$ cat config.mk
export PLATFORM = sky130hd
export DESIGN_NAME = pic_top
export DESIGN_NICKNAME = d
export VERILOG_FILES = /design/src/common/pic_pkg.sv /design/src/hw/priority/pic_request_latch.sv /design/src/hw/priority/pic_priority_resolver.sv /design/src/hw/control/pic_command_regs.sv /design/src/hw/control/pic_ack_control.sv /design/src/hw/pic_bus_decoder.sv /design/src/hw/pic_top.sv
export SDC_FILE = /design/constraint.sdc
export NUM_CORES = 1
export LEC_CHECK = 0
export BUFFER_PORTS_ARGS = -buffer_cell sky130_fd_sc_hd__buf_2
export CORE_MARGIN = 8
export CORE_UTILIZATION = 40
export DETAILED_ROUTE_END_ITERATION = 7
export GPL_TIMING_DRIVEN = 0
export PLACE_DENSITY = 0.59
export SYNTH_ARGS = -nofsm -noshare
export SYNTH_HDL_FRONTEND = slang
export SYNTH_SLANG_ARGS = --single-unit
$ cat constraint.sdc
create_clock -name clock -period 14.95 [get_ports clock]
set_clock_uncertainty 0.05 [all_clocks]
set_input_delay 1.495 -clock clock [delete_from_list [all_inputs] [get_ports clock]]
set_output_delay 1.495 -clock clock [all_outputs]
set_load 0.03 [all_outputs]
$ cat src/common/pic_pkg.sv
// Shared definitions for the 8259-style interrupt controller
// Vector widths, reset values, FSM encodings and a level encoder

package pic_pkg;

    localparam int NUM_IRQ        = 8;
    localparam int POLL_VALID_BIT = 7;

    // One bit per request line
    typedef logic [NUM_IRQ-1:0] irq_vec_t;
    typedef logic [2:0]         irq_level_t;
    // T7-T3 of the vector byte
    typedef logic [4:0]         vector_base_t;
    typedef logic [7:0]         bus_data_t;

    localparam irq_vec_t   IMR_RESET    = '1;
    localparam irq_level_t ROTATE_RESET = 3'd7;

    typedef enum logic [1:0] {
        INIT_READY,
        INIT_ICW2,
        INIT_ICW4
    } init_state_t;

    typedef enum logic [1:0] {
        ACK_IDLE,
        ACK_FIRST,
        ACK_SECOND,
        ACK_POLL
    } ack_state_t;

    // Level number of a one-hot request vector
    function automatic irq_level_t level_of(input irq_vec_t onehot);
        irq_level_t level;
        level = '0;
        for (int i = 0; i < NUM_IRQ; i++) begin
            if (onehot[i]) begin
                level = irq_level_t'(i);
            end
        end
        return level;
    endfunction

endpackage

$ cat src/hw/priority/pic_request_latch.sv
// Interrupt request register
// Edge or level capture of the eight request lines

`timescale 1ns/1ps

module pic_request_latch (
    input  logic               clock,
    input  logic               reset,
    input  pic_pkg::irq_vec_t  irq,
    input  logic               level_triggered,
    input  logic               clear_all,
    input  pic_pkg::irq_vec_t  clear_request,
    output pic_pkg::irq_vec_t  irr
);

    pic_pkg::irq_vec_t irq_prev;
    pic_pkg::irq_vec_t irq_rise;

    always_ff @(posedge clock) begin
        if (reset) begin
            irq_prev <= '0;
        end else begin
            irq_prev <= irq;
        end
    end

    assign irq_rise = irq & ~irq_prev;

    always_ff @(posedge clock) begin
        if (reset || clear_all) begin
            irr <= '0;
        end else if (level_triggered) begin
            // Level mode, bit follows the line
            irr <= irq & ~clear_request;
        end else begin
            irr <= (irr | irq_rise) & ~clear_request;
        end
    end

endmodule

$ cat src/hw/priority/pic_priority_resolver.sv
// In-service register and rotating priority resolver
// Highest priority level is priority_rotate + 1, wrapping

`timescale 1ns/1ps

module pic_priority_resolver (
    input  logic                 clock,
    input  logic                 reset,
    input  pic_pkg::irq_vec_t    irr,
    input  pic_pkg::irq_vec_t    interrupt_mask,
    input  pic_pkg::irq_level_t  priority_rotate,
    input  logic                 latch_in_service,
    input  pic_pkg::irq_vec_t    acknowledged,
    input  pic_pkg::irq_vec_t    end_of_interrupt,
    input  logic                 auto_clear,
    output pic_pkg::irq_vec_t    pending,
    output pic_pkg::irq_vec_t    isr,
    output pic_pkg::irq_vec_t    highest_in_service,
    output pic_pkg::irq_vec_t    clear_request
);

    pic_pkg::irq_vec_t requests;

    assign requests = irr & ~interrupt_mask;

    // Walk levels from highest priority down
    always_comb begin
        pic_pkg::irq_level_t level;
        logic                isr_found;
        logic                req_found;
        pending            = '0;
        highest_in_service = '0;
        isr_found          = 1'b0;
        req_found          = 1'b0;
        for (int i = 0; i < pic_pkg::NUM_IRQ; i++) begin
            level = priority_rotate + pic_pkg::irq_level_t'(i + 1);
            if (isr[level] && !isr_found) begin
                highest_in_service[level] = 1'b1;
                isr_found                 = 1'b1;
            end
            // Must beat every in-service level strictly
            if (requests[level] && !isr_found && !req_found) begin
                pending[level] = 1'b1;
                req_found      = 1'b1;
            end
        end
    end

    assign clear_request = latch_in_service ? pending : '0;

    always_ff @(posedge clock) begin
        if (reset) begin
            isr <= '0;
        end else begin
            isr <= (isr | clear_request) & ~end_of_interrupt &
                   ~(auto_clear ? acknowledged : '0);
        end
    end

endmodule

$ cat src/hw/control/pic_command_regs.sv
// Command word registers
// Init sequence ICW1 -> ICW2 -> (ICW4), mask, read select,
// rotation and OCW2 end-of-interrupt decode

`timescale 1ns/1ps

module pic_command_regs (
    input  logic                   clock,
    input  logic                   reset,
    input  logic                   write_icw1,
    input  logic                   write_icw2_4,
    input  logic                   write_ocw1,
    input  logic                   write_ocw2,
    input  logic                   write_ocw3,
    input  pic_pkg::bus_data_t     wdata,
    input  pic_pkg::irq_vec_t      highest_in_service,
    output logic                   init_pending,
    output logic                   level_triggered,
    output pic_pkg::vector_base_t  vector_base,
    output logic                   auto_eoi,
    output pic_pkg::irq_vec_t      interrupt_mask,
    output pic_pkg::irq_level_t    priority_rotate,
    output pic_pkg::irq_vec_t      end_of_interrupt,
    output logic                   read_isr,
    output logic                   poll_command,
    output logic                   clear_all
);

    pic_pkg::init_state_t init_state;
    logic                 icw4_needed;
    logic                 ocw2_valid;
    logic                 ocw3_valid;
    logic [2:0]           ocw2_cmd;

    assign init_pending = (init_state != pic_pkg::INIT_READY);
    // OCW2/OCW3 ignored until init completes
    assign ocw2_valid   = write_ocw2 & ~init_pending;
    assign ocw3_valid   = write_ocw3 & ~init_pending;
    assign ocw2_cmd     = wdata[7:5];
    assign poll_command = ocw3_valid & wdata[2];
    assign clear_all    = write_icw1;

    always_ff @(posedge clock) begin
        if (reset) begin
            init_state <= pic_pkg::INIT_READY;
        end else if (write_icw1) begin
            init_state <= pic_pkg::INIT_ICW2;
        end else if (write_icw2_4) begin
            case (init_state)
                pic_pkg::INIT_ICW2:
                    init_state <= icw4_needed ? pic_pkg::INIT_ICW4 : pic_pkg::INIT_READY;
                default:
                    init_state <= pic_pkg::INIT_READY;
            endcase
        end
    end

    // ICW1 and ICW4 fields
    always_ff @(posedge clock) begin
        if (reset) begin
            icw4_needed     <= 1'b0;
            level_triggered <= 1'b0;
            auto_eoi        <= 1'b0;
        end else if (write_icw1) begin
            icw4_needed     <= wdata[0];
            level_triggered <= wdata[3];
            auto_eoi        <= 1'b0;
        end else if (write_icw2_4 && init_state == pic_pkg::INIT_ICW4) begin
            auto_eoi        <= wdata[1];
        end
    end

    always_ff @(posedge clock) begin
        if (write_icw2_4 && init_state == pic_pkg::INIT_ICW2) begin
            vector_base <= wdata[7:3];
        end
    end

    always_ff @(posedge clock) begin
        if (reset) begin
            interrupt_mask <= pic_pkg::IMR_RESET;
        end else if (write_ocw1) begin
            interrupt_mask <= wdata;
        end
    end

    // RR/RIS select, IRR again after init
    always_ff @(posedge clock) begin
        if (reset || write_icw1) begin
            read_isr <= 1'b0;
        end else if (ocw3_valid && wdata[1]) begin
            read_isr <= wdata[0];
        end
    end

    always_ff @(posedge clock) begin
        if (reset || write_icw1) begin
            priority_rotate <= pic_pkg::ROTATE_RESET;
        end else if (ocw2_valid) begin
            case (ocw2_cmd)
                3'b101: begin
                    if (|highest_in_service) begin
                        priority_rotate <= pic_pkg::level_of(highest_in_service);
                    end
                end
                3'b110, 3'b111: priority_rotate <= wdata[2:0];
                default: ;
            endcase
        end
    end

    // One-cycle ISR clear mask
    always_comb begin
        end_of_interrupt = '0;
        if (ocw2_valid) begin
            case (ocw2_cmd)
                3'b001, 3'b101: end_of_interrupt = highest_in_service;
                3'b011, 3'b111: end_of_interrupt = pic_pkg::irq_vec_t'(1) << wdata[2:0];
                default:        end_of_interrupt = '0;
            endcase
        end
    end

endmodule

$ cat src/hw/control/pic_ack_control.sv
// Acknowledge and poll sequencing
// Two-pulse inta_n handshake, vector byte, poll byte and int_out

`timescale 1ns/1ps

module pic_ack_control (
    input  logic                   clock,
    input  logic                   reset,
    input  logic                   inta_n,
    input  pic_pkg::irq_vec_t      pending,
    input  logic                   poll_command,
    input  logic                   read_poll,
    input  pic_pkg::vector_base_t  vector_base,
    input  logic                   auto_eoi,
    output logic                   int_out,
    output pic_pkg::bus_data_t     ack_data,
    output logic                   ack_data_valid,
    output logic                   latch_in_service,
    output pic_pkg::irq_vec_t      acknowledged,
    output logic                   auto_clear,
    output logic                   poll_pending,
    output pic_pkg::bus_data_t     poll_data
);

    pic_pkg::ack_state_t ack_state;
    pic_pkg::ack_state_t next_state;
    pic_pkg::irq_level_t ack_level;
    logic                inta_n_prev;
    logic                inta_fall;
    logic                inta_rise;
    logic                end_of_sequence;

    always_ff @(posedge clock) begin
        if (reset) begin
            inta_n_prev <= 1'b1;
        end else begin
            inta_n_prev <= inta_n;
        end
    end

    assign inta_fall = inta_n_prev & ~inta_n;
    assign inta_rise = ~inta_n_prev & inta_n;

    always_comb begin
        next_state = ack_state;
        case (ack_state)
            pic_pkg::ACK_IDLE: begin
                if (poll_command) begin
                    next_state = pic_pkg::ACK_POLL;
                end else if (inta_fall && |pending) begin
                    next_state = pic_pkg::ACK_FIRST;
                end
            end
            pic_pkg::ACK_FIRST:  if (inta_rise) next_state = pic_pkg::ACK_SECOND;
            pic_pkg::ACK_SECOND: if (inta_rise) next_state = pic_pkg::ACK_IDLE;
            pic_pkg::ACK_POLL:   if (read_poll) next_state = pic_pkg::ACK_IDLE;
            default:             next_state = pic_pkg::ACK_IDLE;
        endcase
    end

    always_ff @(posedge clock) begin
        if (reset) begin
            ack_state <= pic_pkg::ACK_IDLE;
        end else begin
            ack_state <= next_state;
        end
    end

    // ISR latch on entry to either sequence
    assign latch_in_service = (ack_state == pic_pkg::ACK_IDLE) &&
                              (next_state != pic_pkg::ACK_IDLE);
    assign end_of_sequence  = (ack_state == pic_pkg::ACK_SECOND && inta_rise) ||
                              (ack_state == pic_pkg::ACK_POLL && read_poll);
    assign auto_clear       = auto_eoi && ack_state == pic_pkg::ACK_SECOND && inta_rise;

    always_ff @(posedge clock) begin
        if (latch_in_service) begin
            acknowledged <= pending;
        end
    end

    always_ff @(posedge clock) begin
        if (reset) begin
            int_out <= 1'b0;
        end else if (|pending) begin
            int_out <= 1'b1;
        end else if (end_of_sequence) begin
            int_out <= 1'b0;
        end
    end

    assign ack_level      = pic_pkg::level_of(acknowledged);
    assign poll_pending   = (ack_state == pic_pkg::ACK_POLL);
    assign ack_data_valid = (ack_state == pic_pkg::ACK_SECOND) && !inta_n;
    assign ack_data       = ack_data_valid ? {vector_base, ack_level} : '0;

    // Zero when nothing was pending at the poll command
    always_comb begin
        poll_data = '0;
        if (|acknowledged) begin
            poll_data[2:0]                     = ack_level;
            poll_data[pic_pkg::POLL_VALID_BIT] = 1'b1;
        end
    end

endmodule

$ cat src/hw/pic_bus_decoder.sv
// APB register decode
// paddr plays the A0 role; writes become command-word strobes,
// reads select poll byte, IRR, ISR or IMR

`timescale 1ns/1ps

module pic_bus_decoder (
    input  logic                psel,
    input  logic                penable,
    input  logic                pwrite,
    input  logic                paddr,
    input  pic_pkg::bus_data_t  pwdata,
    input  logic                init_pending,
    input  logic                read_isr,
    input  pic_pkg::irq_vec_t   irr,
    input  pic_pkg::irq_vec_t   isr,
    input  pic_pkg::irq_vec_t   interrupt_mask,
    input  logic                poll_pending,
    input  pic_pkg::bus_data_t  poll_data,
    output pic_pkg::bus_data_t  prdata,
    output logic                write_icw1,
    output logic                write_icw2_4,
    output logic                write_ocw1,
    output logic                write_ocw2,
    output logic                write_ocw3,
    output pic_pkg::bus_data_t  wdata,
    output logic                read_poll
);

    logic write_access;
    logic read_access;

    // Zero-wait slave, access phase is the only cycle that counts
    assign write_access = psel & penable & pwrite;
    assign read_access  = psel & penable & ~pwrite;

    assign write_icw1   = write_access & ~paddr & pwdata[4];
    assign write_ocw2   = write_access & ~paddr & ~pwdata[4] & ~pwdata[3];
    assign write_ocw3   = write_access & ~paddr & ~pwdata[4] & pwdata[3];
    assign write_icw2_4 = write_access & paddr & init_pending;
    assign write_ocw1   = write_access & paddr & ~init_pending;
    assign wdata        = pwdata;

    // Address-0 read while a poll is open closes the poll
    assign read_poll = read_access & ~paddr & poll_pending;

    always_comb begin
        if (paddr) begin
            prdata = interrupt_mask;
        end else if (poll_pending) begin
            prdata = poll_data;
        end else if (read_isr) begin
            prdata = isr;
        end else begin
            prdata = irr;
        end
    end

endmodule

$ cat src/hw/pic_top.sv
// 8259-style interrupt controller, single chip, 8086 mode
// APB register access, eight request lines, two-pulse acknowledge

`timescale 1ns/1ps

module pic_top (
    input  logic                clock,
    input  logic                reset,
    input  logic                psel,
    input  logic                penable,
    input  logic                pwrite,
    input  logic                paddr,
    input  pic_pkg::bus_data_t  pwdata,
    output pic_pkg::bus_data_t  prdata,
    input  pic_pkg::irq_vec_t   irq,
    input  logic                inta_n,
    output logic                int_out,
    output pic_pkg::bus_data_t  ack_data,
    output logic                ack_data_valid
);

    logic                   write_icw1;
    logic                   write_icw2_4;
    logic                   write_ocw1;
    logic                   write_ocw2;
    logic                   write_ocw3;
    pic_pkg::bus_data_t     wdata;
    logic                   read_poll;
    logic                   init_pending;
    logic                   level_triggered;
    pic_pkg::vector_base_t  vector_base;
    logic                   auto_eoi;
    pic_pkg::irq_vec_t      interrupt_mask;
    pic_pkg::irq_level_t    priority_rotate;
    pic_pkg::irq_vec_t      end_of_interrupt;
    logic                   read_isr;
    logic                   poll_command;
    logic                   clear_all;
    pic_pkg::irq_vec_t      irr;
    pic_pkg::irq_vec_t      isr;
    pic_pkg::irq_vec_t      pending;
    pic_pkg::irq_vec_t      highest_in_service;
    pic_pkg::irq_vec_t      clear_request;
    pic_pkg::irq_vec_t      acknowledged;
    logic                   latch_in_service;
    logic                   auto_clear;
    logic                   poll_pending;
    pic_pkg::bus_data_t     poll_data;

    pic_bus_decoder pic_bus_decoder_inst (
        .psel           (psel),
        .penable        (penable),
        .pwrite         (pwrite),
        .paddr          (paddr),
        .pwdata         (pwdata),
        .init_pending   (init_pending),
        .read_isr       (read_isr),
        .irr            (irr),
        .isr            (isr),
        .interrupt_mask (interrupt_mask),
        .poll_pending   (poll_pending),
        .poll_data      (poll_data),
        .prdata         (prdata),
        .write_icw1     (write_icw1),
        .write_icw2_4   (write_icw2_4),
        .write_ocw1     (write_ocw1),
        .write_ocw2     (write_ocw2),
        .write_ocw3     (write_ocw3),
        .wdata          (wdata),
        .read_poll      (read_poll)
    );

    pic_command_regs pic_command_regs_inst (
        .clock              (clock),
        .reset              (reset),
        .write_icw1         (write_icw1),
        .write_icw2_4       (write_icw2_4),
        .write_ocw1         (write_ocw1),
        .write_ocw2         (write_ocw2),
        .write_ocw3         (write_ocw3),
        .wdata              (wdata),
        .highest_in_service (highest_in_service),
        .init_pending       (init_pending),
        .level_triggered    (level_triggered),
        .vector_base        (vector_base),
        .auto_eoi           (auto_eoi),
        .interrupt_mask     (interrupt_mask),
        .priority_rotate    (priority_rotate),
        .end_of_interrupt   (end_of_interrupt),
        .read_isr           (read_isr),
        .poll_command       (poll_command),
        .clear_all          (clear_all)
    );

    pic_ack_control pic_ack_control_inst (
        .clock            (clock),
        .reset            (reset),
        .inta_n           (inta_n),
        .pending          (pending),
        .poll_command     (poll_command),
        .read_poll        (read_poll),
        .vector_base      (vector_base),
        .auto_eoi         (auto_eoi),
        .int_out          (int_out),
        .ack_data         (ack_data),
        .ack_data_valid   (ack_data_valid),
        .latch_in_service (latch_in_service),
        .acknowledged     (acknowledged),
        .auto_clear       (auto_clear),
        .poll_pending     (poll_pending),
        .poll_data        (poll_data)
    );

    pic_request_latch pic_request_latch_inst (
        .clock           (clock),
        .reset           (reset),
        .irq             (irq),
        .level_triggered (level_triggered),
        .clear_all       (clear_all),
        .clear_request   (clear_request),
        .irr             (irr)
    );

    pic_priority_resolver pic_priority_resolver_inst (
        .clock              (clock),
        .reset              (reset),
        .irr                (irr),
        .interrupt_mask     (interrupt_mask),
        .priority_rotate    (priority_rotate),
        .latch_in_service   (latch_in_service),
        .acknowledged       (acknowledged),
        .end_of_interrupt   (end_of_interrupt),
        .auto_clear         (auto_clear),
        .pending            (pending),
        .isr                (isr),
        .highest_in_service (highest_in_service),
        .clear_request      (clear_request)
    );

endmodule

==> key figures, run 1 <==
Run status
  – Status: finished clean

Clock network
  – CTS sink cnt: a little under 60
  – Setup bufs post-CTS: 0
  – Hold buffers post-CTS: 0
  – CTS H-tree depth: 3
  – Clock Path Buffers: 2
  – Clock Pin Slew Worst Setup and Hold Paths: 50 ps
  – CTS Buf Count: 9
  – Worst skew pair latency: around 330 ps
  – CTS root buf: clkbuf_16
  – Post-CTS resize count: 0
  – CTS tree: done

Timing
  – Hold Vio Cnt, Final: 0
  – Max Freq: around 150 MHz
  – Setup_tns: 0 ps
  – Unrepaired setup endpoints after global routing: no
  – Tightest Pin Transition: 1220 ps
  – Final Cycle Share: around 45%
  – Final setup violation count: 0
  – Fin crit period: about 6700 ps
  – Slew headroom: ~18%
  – Worst setup margin: 8270 ps
  – Slew Viols, Final: 0

Placed design
  – HPWL Detailed: approximately 16000 um
  – IO buf count: 39
  – Pre-CTS setup slack: roughly 8300 ps
  – Post-DP Area: around 5700 um2
  – Routability cong.: ~0.99

Route
  – ANT nets after route: 0
  – WL/cell: about 24 um
  – Final WL: just over 20000 um
  – Wire length on met2: between 9000 and 10000 um
  – Drt via density: approximately 6.6
  – Routed wl met3: 1560 um
  – Met1 Wirelength: 9380 um
  – Iter 0 DRT Violations: approximately 800
  – Via Count: ~5.8k
  – DR top layer: met4
  – DRC viols: 0
  – DRT Pass-1 Iters: 5

Synthesis
  – Sequential area share after synthesis: about a quarter
  – Synth Instances: ~650
  – Yosys warns: 0
  – Post-synthesis async set-or-reset flop share: 0%
  – Avg Cell Area, Syn: 8.12 um2
  – Flops & latches, synth: 58
  – Syn Nets: ~680
  – Mapped Area: 5240 um2
  – Synth Flop Type: dfxtp_1
  – Post-synth cell types: 80
  – Post-synth EDFFs: 13

Power
  – Clock network fraction of design power: 48.6%
  – Seq pwr share: a little under two fifths
  – Pwr Density: approximately 75 nW/um2
  – Switching Fraction: 26.8%
  – Maximum vdd drop: 72.0 uV
  – Cell Int Power: ~330 uW
  – Pleak: 0.00220 uW
  – Combinational share of power: between 10% and 20%
  – Switching pwr: around 120 uW

Final layout
  – Most common cell after layout, fill and taps aside: nor2_1
  – Layout Nets: approximately 730
  – Ant diodes: 0
  – Synthesis-to-finish area growth: 14.1%
  – Share of layout cells above drive strength 1: between 15 and 20%
  – Design area: between 5000 and 6000 um2
  – Commonest cells after routing, fill and taps aside: nor2_1 (64), nand2_1 (63), dfxtp_1 (45)

Run
  – MaxCap Viol Count: 0

Worst setup path
  – CP bufs+invs: 6
  – CP Capture Type: flop
  – Worst Setup Start Kind: flop
  – CP max FO: 10
  – CP max stage delay: approximately 820 ps
  – Crit path required time: 14820 ps
  – Worst Path Arrival: 6540 ps
  – CP cell instances: buf_6 > buf_12 > buf_6 > inv_1 > clkbuf_1 > ha_1 > clkbuf_1 > mux4_2 > a2111oi_0 > a21oi_2 > nand2_1 > a21oi_1 > a31o_2 > or3_1 > nor4_1 > a21boi_0
  – Critical path's slowest cell: a2111oi_0
  – Setup CP Type: flop to flop
  – Delay-heaviest family, CP: compound AO/OA/AOI/OAI gates

Floorplan
  – Die area: roughly 17000 um2
  – Io pins: 41
  – Core region area: around 13000 um2
  – Die W: approximately 130 um
  – Initial core utilization: around two fifths
  – Rows: 42
  – Chip height: 130 um

Global routing
  – Initial antenna violation count: 0
  – First-pass GRT wire length: around 32000 um
  – Pin count of the biggest net entering global routing: 13
  – Number of global-route vias before repair: 5380
  – Gr usage total: 24.3%
  – Global route overflow: 0

Min path
  – Hold crit path type: flop to flop
[routing by layer]
metal / global-route usage [%] / up-vias
li1: - / 2586
met2: 37.8 / 315
met5: 0 / -
met4: 6.08 / 0
met1: 34.7 / 2838
met3: 3.49 / 32
[cell usage after synthesis, types with 7 or more instances]
cell	n	area share, %
a2111oi_0	14	2.3
nor2_1	64	4.6
mux2i_1	20	3.8
dfxtp_1	45	17
a211oi_1	12	1.7
a21oi_1	35	3.3
a31oi_1	14	1.7
clkbuf_1	37	2.6
mux2_2	10	2.1
nand2b_1	8	0.95
a211o_1	10	1.7
nand3_1	12	1.1
nand2_1	63	4.5
a21o_1	9	1.3
nor3_1	27	2.6
inv_1	16	1.1
nor4_1	9	1.1
o221ai_1	7	1.2
nor3b_1	12	1.7
o22ai_1	12	1.4
mux4_2	19	8.2
and2_1	7	0.84
o21ai_0	27	2.6
nor2b_1	35	4.2
nand4_1	8	0.95
edfxtp_1	13	7.4
[path summary, 6_finish.rpt]
path | startpoint | end | slack, ps | depth (start not counted)
worst max-delay path | pic_command_regs_inst.priority_rotate[0] | pic_ack_control_inst.acknowledged[1] | 8270 | 16
worst min-delay path | pic_ack_control_inst.int_out | pic_ack_control_inst.int_out | 410 | 2
worst max register to register | pic_command_regs_inst.priority_rotate[0] | pic_ack_control_inst.acknowledged[1] | 8270 | 16
worst min register to register | pic_ack_control_inst.int_out | pic_ack_control_inst.int_out | 410 | 2
[cells by family after synthesis]
family	after synthesis	share of synthesized area, %
XOR/XNOR	4	0.811
adder cells (fa/ha/maj)	6	1.43
buffers and inverters	63	5.49
AND/OR/NAND/NOR	267	26.2
flip-flops	58	24.6
AO/OA/AOI/OAI	198	27.1
multiplexers	50	14.4
[worst register-to-register path: cells and delay by family, from the launching register on]
family,cells,cell delay (ps)
muxes,1,480
adders and majority gates,1,410
DFF,1,400
buffers and inverters,6,1310
and+or+nand+nor,3,1640
AOI/OAI and AO/OA,5,1980
[cell type report]
type / count / area [um2]
Buffer: 46 / 224
Clock buffer: 10 / 250
Clock inverter: 6 / 71.3
Fill cell: 1364 / 7050
Inverter: 17 / 63.8
Multi-Input combinational cell: 525 / 3660
Sequential cell: 58 / 1290
Tap cell: 176 / 220
Timing Repair Buffer: 39 / 195
[stage by stage]
stage | instances | total power, uW | utilization (%) | hold slack (ps)
after CTS | 877 | 447 | 45.9 | 408
after floorplan | 646 | 210 | - | 397
final | 877 | 446 | 45.9 | 411
after global placement | 861 | 230 | 43.4 | 398
after global routing | 877 | 461 | 45.9 | 462
after detailed placement | 861 | 231 | 43.4 | 400
[sequential cells by signal, indices dropped and copies added, names as in the netlist]
signal                                 cells
pic_ack_control_inst.acknowledged          8
pic_command_regs_inst.interrupt_mask       8
pic_priority_resolver_inst.isr             8
pic_request_latch_inst.irq_prev            8
pic_request_latch_inst.irr                 8
pic_command_regs_inst.vector_base          5
pic_command_regs_inst.priority_rotate      3
pic_ack_control_inst.ack_state             2
pic_command_regs_inst.init_state           2
pic_ack_control_inst.int_out               1
pic_ack_control_inst.inta_n_prev           1
pic_command_regs_inst.auto_eoi             1
pic_command_regs_inst.icw4_needed          1
pic_command_regs_inst.level_triggered      1
pic_command_regs_inst.read_isr             1
[power groups by stage]
stage / Clock, uW / Combinational (uW) / Sequential [uW]
global placement: 0 / 56.3 / 174
detailed placement: 0 / 56.8 / 174
CTS: 219 / 57.0 / 171
finish: 217 / 58.0 / 171
global route: 227 / 62.3 / 172
floorplan: 0 / 37.1 / 173
Power figures use the tool's default switching activity.
==> run 2: changes to the inputs <==
--- a/config.mk
+++ b/config.mk
@@ -10,7 +10,7 @@
 export CORE_UTILIZATION = 40
 export DETAILED_ROUTE_END_ITERATION = 7
 export GPL_TIMING_DRIVEN = 0
-export PLACE_DENSITY = 0.59
+export PLACE_DENSITY = 0.61
 export SYNTH_ARGS = -nofsm -noshare
 export SYNTH_HDL_FRONTEND = slang
 export SYNTH_SLANG_ARGS = --single-unit
==> constraint.sdc (replaced) <==
create_clock -name clock -period 5.7 [get_ports clock]
set_clock_uncertainty 0.05 [all_clocks]
set_input_delay 0.57 -clock clock [delete_from_list [all_inputs] [get_ports clock]]
set_output_delay 0.57 -clock clock [all_outputs]
set_load 0.03 [all_outputs]
==> key figures, run 2 (synthesis results as in run 1) <==
Timing
  – Hold Vio Cnt, Final: 0 (unchanged)
  – Final setup violation count: 0 (unchanged)
  – Max Freq: 182 MHz (+22%)
  – Slew Viols, Final: 0 (unchanged)
  – Hold Slack: 407 ps (-3.59 ps)
  – Slew headroom: 18.8% (+0.89 points)
  – Unrepaired setup endpoints after global routing: no
  – Tightest Pin Transition: 1190 ps (-33.1 ps)
  – Fin crit period: 5490 ps (-1190 ps)
  – Final Cycle Share: 96.3% (+52 points)

Placed design
  – Routability cong.: 0.965 (-2.9%)
  – Post-DP Area: 5660 um2 (unchanged)
  – HPWL Detailed: 16600 um (+1.3%)
  – IO buf count: 39 (unchanged)

Power
  – Pleak: 0.00223 uW (+1.3%)
  – Pwr Density: 190 nW/um2 (+160%)
  – Maximum vdd drop: 197 uV (+170%)

Final layout
  – Synthesis-to-finish area growth: 15.3%
  – Area taken by multi-input logic gates: 3730 um2 (+1.8%)
  – Layout Nets: 727 (+0.28%)
  – Most common cell after layout, fill and taps aside: nor2_1
  – Share of layout cells above drive strength 1: 16.8% (+1.1 points)
  – Ant diodes: 0 (unchanged)
  – Sequential cell area: 1290 um2 (unchanged)
  – Core Util, Final: 46.4% (+0.51 points)
  – Design area: 6050 um2 (+1.1%)
  – Fillers: 1387 (+1.7%)
  – Commonest cells after routing, fill and taps aside: nor2_1 (64), nand2_1 (63), dfxtp_1 (45)

Floorplan
  – Die W: 130 um (unchanged)
  – Rows: 42 (unchanged)
  – Initial core utilization: 40.2% (unchanged)
  – Core region area: 13000 um2 (unchanged)
  – Die area: 17000 um2 (unchanged)
  – Io pins: 41 (unchanged)
  – Chip height: 130 um (unchanged)

Run status
  – Status: finished clean

Global routing
  – Number of global-route vias before repair: 5572 (+3.6%)
  – Gr usage total: 25.2% (+0.86 points)
  – First-pass GRT wire length: 32500 um (+2.6%)
  – Pin count of the biggest net entering global routing: 12 (-1)
  – Initial antenna violation count: 0 (unchanged)
  – Global route overflow: 0 (unchanged)

Clock network
  – Worst skew pair latency: 340 ps (about the same)
  – CTS tree: done
  – CTS H-tree depth: 3 (unchanged)
  – CTS Buf Count: 9 (unchanged)
  – CTS root buf: clkbuf_16
  – Hold buffers post-CTS: 0 (unchanged)
  – Clock Pin Slew Worst Setup and Hold Paths: 50 ps (about the same)
  – CTS sink cnt: 58 (unchanged)
  – Clock Path Buffers: 2 (unchanged)

Worst setup path
  – Delay-heaviest family, CP: compound AO/OA/AOI/OAI gates
  – Cell depth of the worst flop-to-flop path: 16 (unchanged)
  – Worst setup path start: pic_command_regs_inst.priority_rotate[0]
  – CP dominant cell by count: buf_6
  – Crit path required time: 5650 ps (-9170 ps)
  – R2r setup slk: 210 ps (-8060 ps)
  – Total stage count of the critical path: 16 (unchanged)
  – Setup CP Type: flop to flop
  – Reg-to-Reg Start: pic_command_regs_inst.priority_rotate[0]
  – Setup crit end: pic_ack_control_inst.acknowledged[4]
  – Critical path's slowest cell: mux4_2
  – CP Capture Type: flop
  – Worst Setup Start Kind: flop
  – CP max stage delay: 670 ps (-150 ps)
  – Worst Path Arrival: 5450 ps (-1090 ps)
  – Worst reg2reg endpoint: pic_ack_control_inst.acknowledged[4]
  – CP cell instances: buf_6 > buf_12 > buf_6 > inv_1 > clkbuf_1 > ha_1 > xnor2_4 > mux4_2 > or4b_4 > buf_6 > a211oi_2 > o211ai_2 > o32ai_1 > or3_1 > nor4_4 > a21boi_4
  – CP max FO: 10 (unchanged)
  – CP bufs+invs: 6 (unchanged)

Route
  – WL/cell: 24.3 um (+2.9%)
  – DRT Pass-1 Iters: 5 (unchanged)
  – DRC viols: 0 (unchanged)
  – Drt via density: 6.63 (+0.70%)
  – ANT nets after route: 0 (unchanged)
  – Iter 0 DRT Violations: 829 (+3.1%)
  – Final WL: 21300 um (+3.0%)
  – Via Count: 5818 (+0.81%)

Run
  – MaxCap Viol Count: 0 (unchanged)

Min path
  – Hold crit path type: input pin to flop
==> run 2: cell type report <==
class | count | area share [%]
inverters | 17 | 1.06
repair buffers | 41 | 3.48
clock buffers | 11 | 4.55
clock inverters | 4 | 0.497
multi-input cells | 525 | 61.7
well taps | 176 | 3.64
flip-flops and latches | 58 | 21.4
plain buffers | 46 | 3.75
==> run 2: how the worst min path moves through the flow <==
stage	startpoint	endpoint	slack, ps	depth (start not counted)
2_1_floorplan	pic_ack_control_inst.acknowledged[0]	pic_priority_resolver_inst.isr[0]	400	1
3_3_place_gp	pic_ack_control_inst.int_out	pic_ack_control_inst.int_out	400	2
3_5_place_dp	pic_ack_control_inst.int_out	pic_ack_control_inst.int_out	410	2
4_1_cts	irq[3]	pic_request_latch_inst.irq_prev[3]	400	2
5_1_grt	irq[7]	pic_request_latch_inst.irq_prev[7]	400	2
6_report	irq[7]	pic_request_latch_inst.irq_prev[7]	410	2
==> run 2: stage by stage <==
stage / power, uW / std cells / setup WS, ps / TNS, ps
after global placement: 605 / 861 / -1120 / -9860
after CTS: 1150 / 876 / 22.8 / 0
final: 1150 / 878 / 208 / 0
after floorplan: 551 / 646 / 777 / 0
after detailed placement: 607 / 861 / -1150 / -10270
after global routing: 1190 / 878 / 69.8 / 0
==> run 2: metal layers <==
metal,track usage (%),routed length (um),vias up
met1,34.3,9360,2839
met3,5.97,1950,48
met4,8.17,535,0
met5,0,0,-
met2,38.5,9470,337
li1,-,-,2594
==> run 2: where the power goes <==
part	internal [uW]	switching, uW
Combinational	54.0	103
Clock	346	197
Sequential	435	13.4
Total	835	314
==> run 2: repair_timing <==
action	4_1_cts	5_1_grt
endpoints found under the setup margin	12	14
pin swaps	0	2
setup buffers	0	2
resized for setup	10	4
==> run 2: worst register-to-register path, cell delays in order (launching register included) <==
cell,delay (ps)
dfxtp_1,350
buf_6,170
buf_12,150
buf_6,140
inv_1,60
clkbuf_1,450
ha_1,400
xnor2_4,170
mux4_2,670
or4b_4,570
buf_6,170
a211oi_2,320
o211ai_2,260
o32ai_1,400
or3_1,410
nor4_4,130
a21boi_4,310
==> run 3: changes to the inputs <==
--- a/config.mk
+++ b/config.mk
@@ -9,7 +9,6 @@
 export CORE_MARGIN = 8
 export CORE_UTILIZATION = 40
 export DETAILED_ROUTE_END_ITERATION = 7
-export GPL_TIMING_DRIVEN = 0
 export PLACE_DENSITY = 0.61
 export SYNTH_ARGS = -nofsm -noshare
 export SYNTH_HDL_FRONTEND = slang
==> key figures, run 3 (synthesis results as in run 1) <==
Run status
  – Status: finished clean

Timing
  – Slew headroom: 21.2% (+2.4 points)
  – Tightest Pin Transition: 1170 ps (-15.3 ps)
  – Fin crit period: 4720 ps (-775 ps)
  – Max Freq: 212 MHz (+16%)
  – Hold Vio Cnt, Final: 0 (unchanged)
  – Setup_tns: 0 ps (unchanged)
  – Final setup violation count: 0 (unchanged)
  – Slew Viols, Final: 0 (unchanged)
  – Final Cycle Share: 82.7% (-14 points)
  – Unrepaired setup endpoints after global routing: no

Final layout
  – Most common cell after layout, fill and taps aside: nor2_1
  – Fillers: 1342 (-3.2%)
  – Synthesis-to-finish area growth: 14.7%
  – Ant diodes: 0 (unchanged)
  – Area taken by multi-input logic gates: 3670 um2 (-1.6%)
  – Layout Nets: 719 (-1.1%)
  – Commonest cells after routing, fill and taps aside: nor2_1 (64), nand2_1 (63), dfxtp_1 (44)
  – Core Util, Final: 46.2% (-0.25 points)
  – Share of layout cells above drive strength 1: 20.4% (+3.6 points)
  – Sequential cell area: 1290 um2 (about the same)

Placed design
  – IO buf count: 40 (+2.6%)
  – Routability cong.: 1.06 (+10%)
  – HPWL Detailed: 17400 um (+5.3%)

Worst setup path
  – CP bufs+invs: 1 (-5)
  – CP max FO: 63 (+53)
  – CP cell instances: buf_12 > mux2_2 > mux4_2 > or4b_4 > a211oi_2 > o211ai_2 > o32ai_1 > or3_1 > nor4_1 > a21boi_0
  – Crit path required time: 5590 ps (-60 ps)
  – Worst reg2reg endpoint: pic_ack_control_inst.acknowledged[2]
  – R2r setup slk: 980 ps (+780 ps)
  – CP Capture Type: flop
  – CP max stage delay: 930 ps (+260 ps)
  – Setup CP Type: flop to flop
  – Worst Path Arrival: 4610 ps (-840 ps)
  – Reg-to-Reg Start: pic_command_regs_inst.priority_rotate[0]
  – Worst Setup Start Kind: flop
  – Delay-heaviest family, CP: compound AO/OA/AOI/OAI gates
  – Cell depth of the worst flop-to-flop path: 10 (-6)
  – Critical path's slowest cell: a21boi_0

Clock network
  – Clock Pin Slew Worst Setup and Hold Paths: 50 ps (about the same)
  – Clock Path Buffers: 2 (unchanged)
  – CTS sink cnt: 58 (unchanged)
  – Setup bufs post-CTS: 0 (unchanged)
  – CTS tree: done
  – Post-CTS resize count: 0 (-10)
  – Worst skew pair latency: 330 ps (about the same)
  – Hold buffers post-CTS: 0 (unchanged)
  – CTS Buf Count: 9 (unchanged)
  – CTS H-tree depth: 3 (unchanged)
  – CTS root buf: clkbuf_16

Floorplan
  – Core region area: 13000 um2 (unchanged)
  – Die area: 17000 um2 (unchanged)
  – Io pins: 41 (unchanged)
  – Die W: 130 um (unchanged)
  – Rows: 42 (unchanged)
  – Chip height: 130 um (unchanged)
  – Initial core utilization: 40.2% (unchanged)

Route
  – DRC viols: 0 (unchanged)
  – Via Count: 5757 (-1.0%)
  – Drt via density: 6.61 (-0.25%)
  – ANT nets after route: 0 (unchanged)
  – Iter 0 DRT Violations: 799 (-3.6%)
  – Final WL: 22500 um (+5.5%)
  – WL/cell: 25.8 um (+6.3%)
  – DRT Pass-1 Iters: 5 (unchanged)

Power
  – Pleak: 0.00228 uW (+2.4%)
  – Pwr Density: 179 nW/um2 (-5.9%)
  – Maximum vdd drop: 188 uV (-4.8%)

Global routing
  – Gr usage total: 26.5% (+1.3 points)
  – Number of global-route vias before repair: 5387 (-3.3%)
  – Global route overflow: 0 (unchanged)
  – Initial antenna violation count: 1 (+1)
  – First-pass GRT wire length: 33300 um (+2.5%)
  – Pin count of the biggest net entering global routing: 64 (+52)

Min path
  – Hold path depth: 2 (unchanged)
  – Hold_sp: pic_ack_control_inst.int_out
  – Worst Hold End: pic_ack_control_inst.int_out
  – Hold crit path type: flop to flop

Run
  – MaxCap Viol Count: 0 (unchanged)
## run 3: changes by cell type in the layout (fill, tap and decap cells not counted), sizes merged
cell      before  now
inv           18   16
clkinvlp       0    2
clkinv         3    5
clkbuf        48   10
buf           50   79
## run 3: power by group
part / switching, uW / internal, uW / total, uW
sequential: 14.7 / 436 / 451
clock: 185 / 289 / 474
combinational: 96.2 / 54.4 / 151
total: 296 / 779 / 1080
## run 3: layout make-up
type                            count  area share [%]
Multi-Input combinational cell    525            61.0
Sequential cell                    58            21.5
Timing Repair Buffer               79            8.40
Clock buffer                       10            3.81
Tap cell                          176            3.66
Inverter                           17            1.06
Clock inverter                      6           0.562
## run 3: worst min-delay path, cell delays in order (launching register included)
cell	delay [ps]
dfxtp_1	300
nand2_1	50
a21oi_1	50
## run 3: per-layer routing
layer / routed length (um) / share of wire [%] / vias to the layer above / global-route usage (%)
met2: 9630 / 43 / 357 / 38.4
met1: 9880 / 44 / 2772 / 37.1
met3: 2400 / 11 / 50 / 7.75
li1: - / - / 2576 / -
met5: 12 / 0.053 / - / 0
met4: 558 / 2.5 / 2 / 7.97
## run 3: how the worst max path moves through the flow
stage | from | to | slack (ps) | cells past startpoint
after floorplan | pic_command_regs_inst.priority_rotate[0] | pic_ack_control_inst.acknowledged[0] | 780 | 17
after global placement | pic_command_regs_inst.priority_rotate[1] | pic_ack_control_inst.acknowledged[7] | 1160 | 11
after detailed placement | pic_command_regs_inst.priority_rotate[1] | pic_ack_control_inst.acknowledged[2] | 1160 | 11
after CTS | pic_command_regs_inst.priority_rotate[1] | pic_ack_control_inst.acknowledged[2] | 1080 | 11
after global routing | pic_command_regs_inst.priority_rotate[1] | pic_ack_control_inst.acknowledged[2] | 800 | 12
final | pic_command_regs_inst.priority_rotate[0] | pic_ack_control_inst.acknowledged[2] | 980 | 10
## run 3: stage by stage
stage | instance area [um2] | instances | power (uW) | worst slack, ps | hold WS (ps)
after floorplan | 5240 | 646 | 551 | 777 | 397
after global placement | 5750 | 855 | 605 | 1160 | 393
after detailed placement | 5750 | 855 | 606 | 1160 | 394
after CTS | 6010 | 871 | 1080 | 1080 | 401
after global routing | 6010 | 871 | 1110 | 801 | 425
final | 6010 | 871 | 1080 | 984 | 405
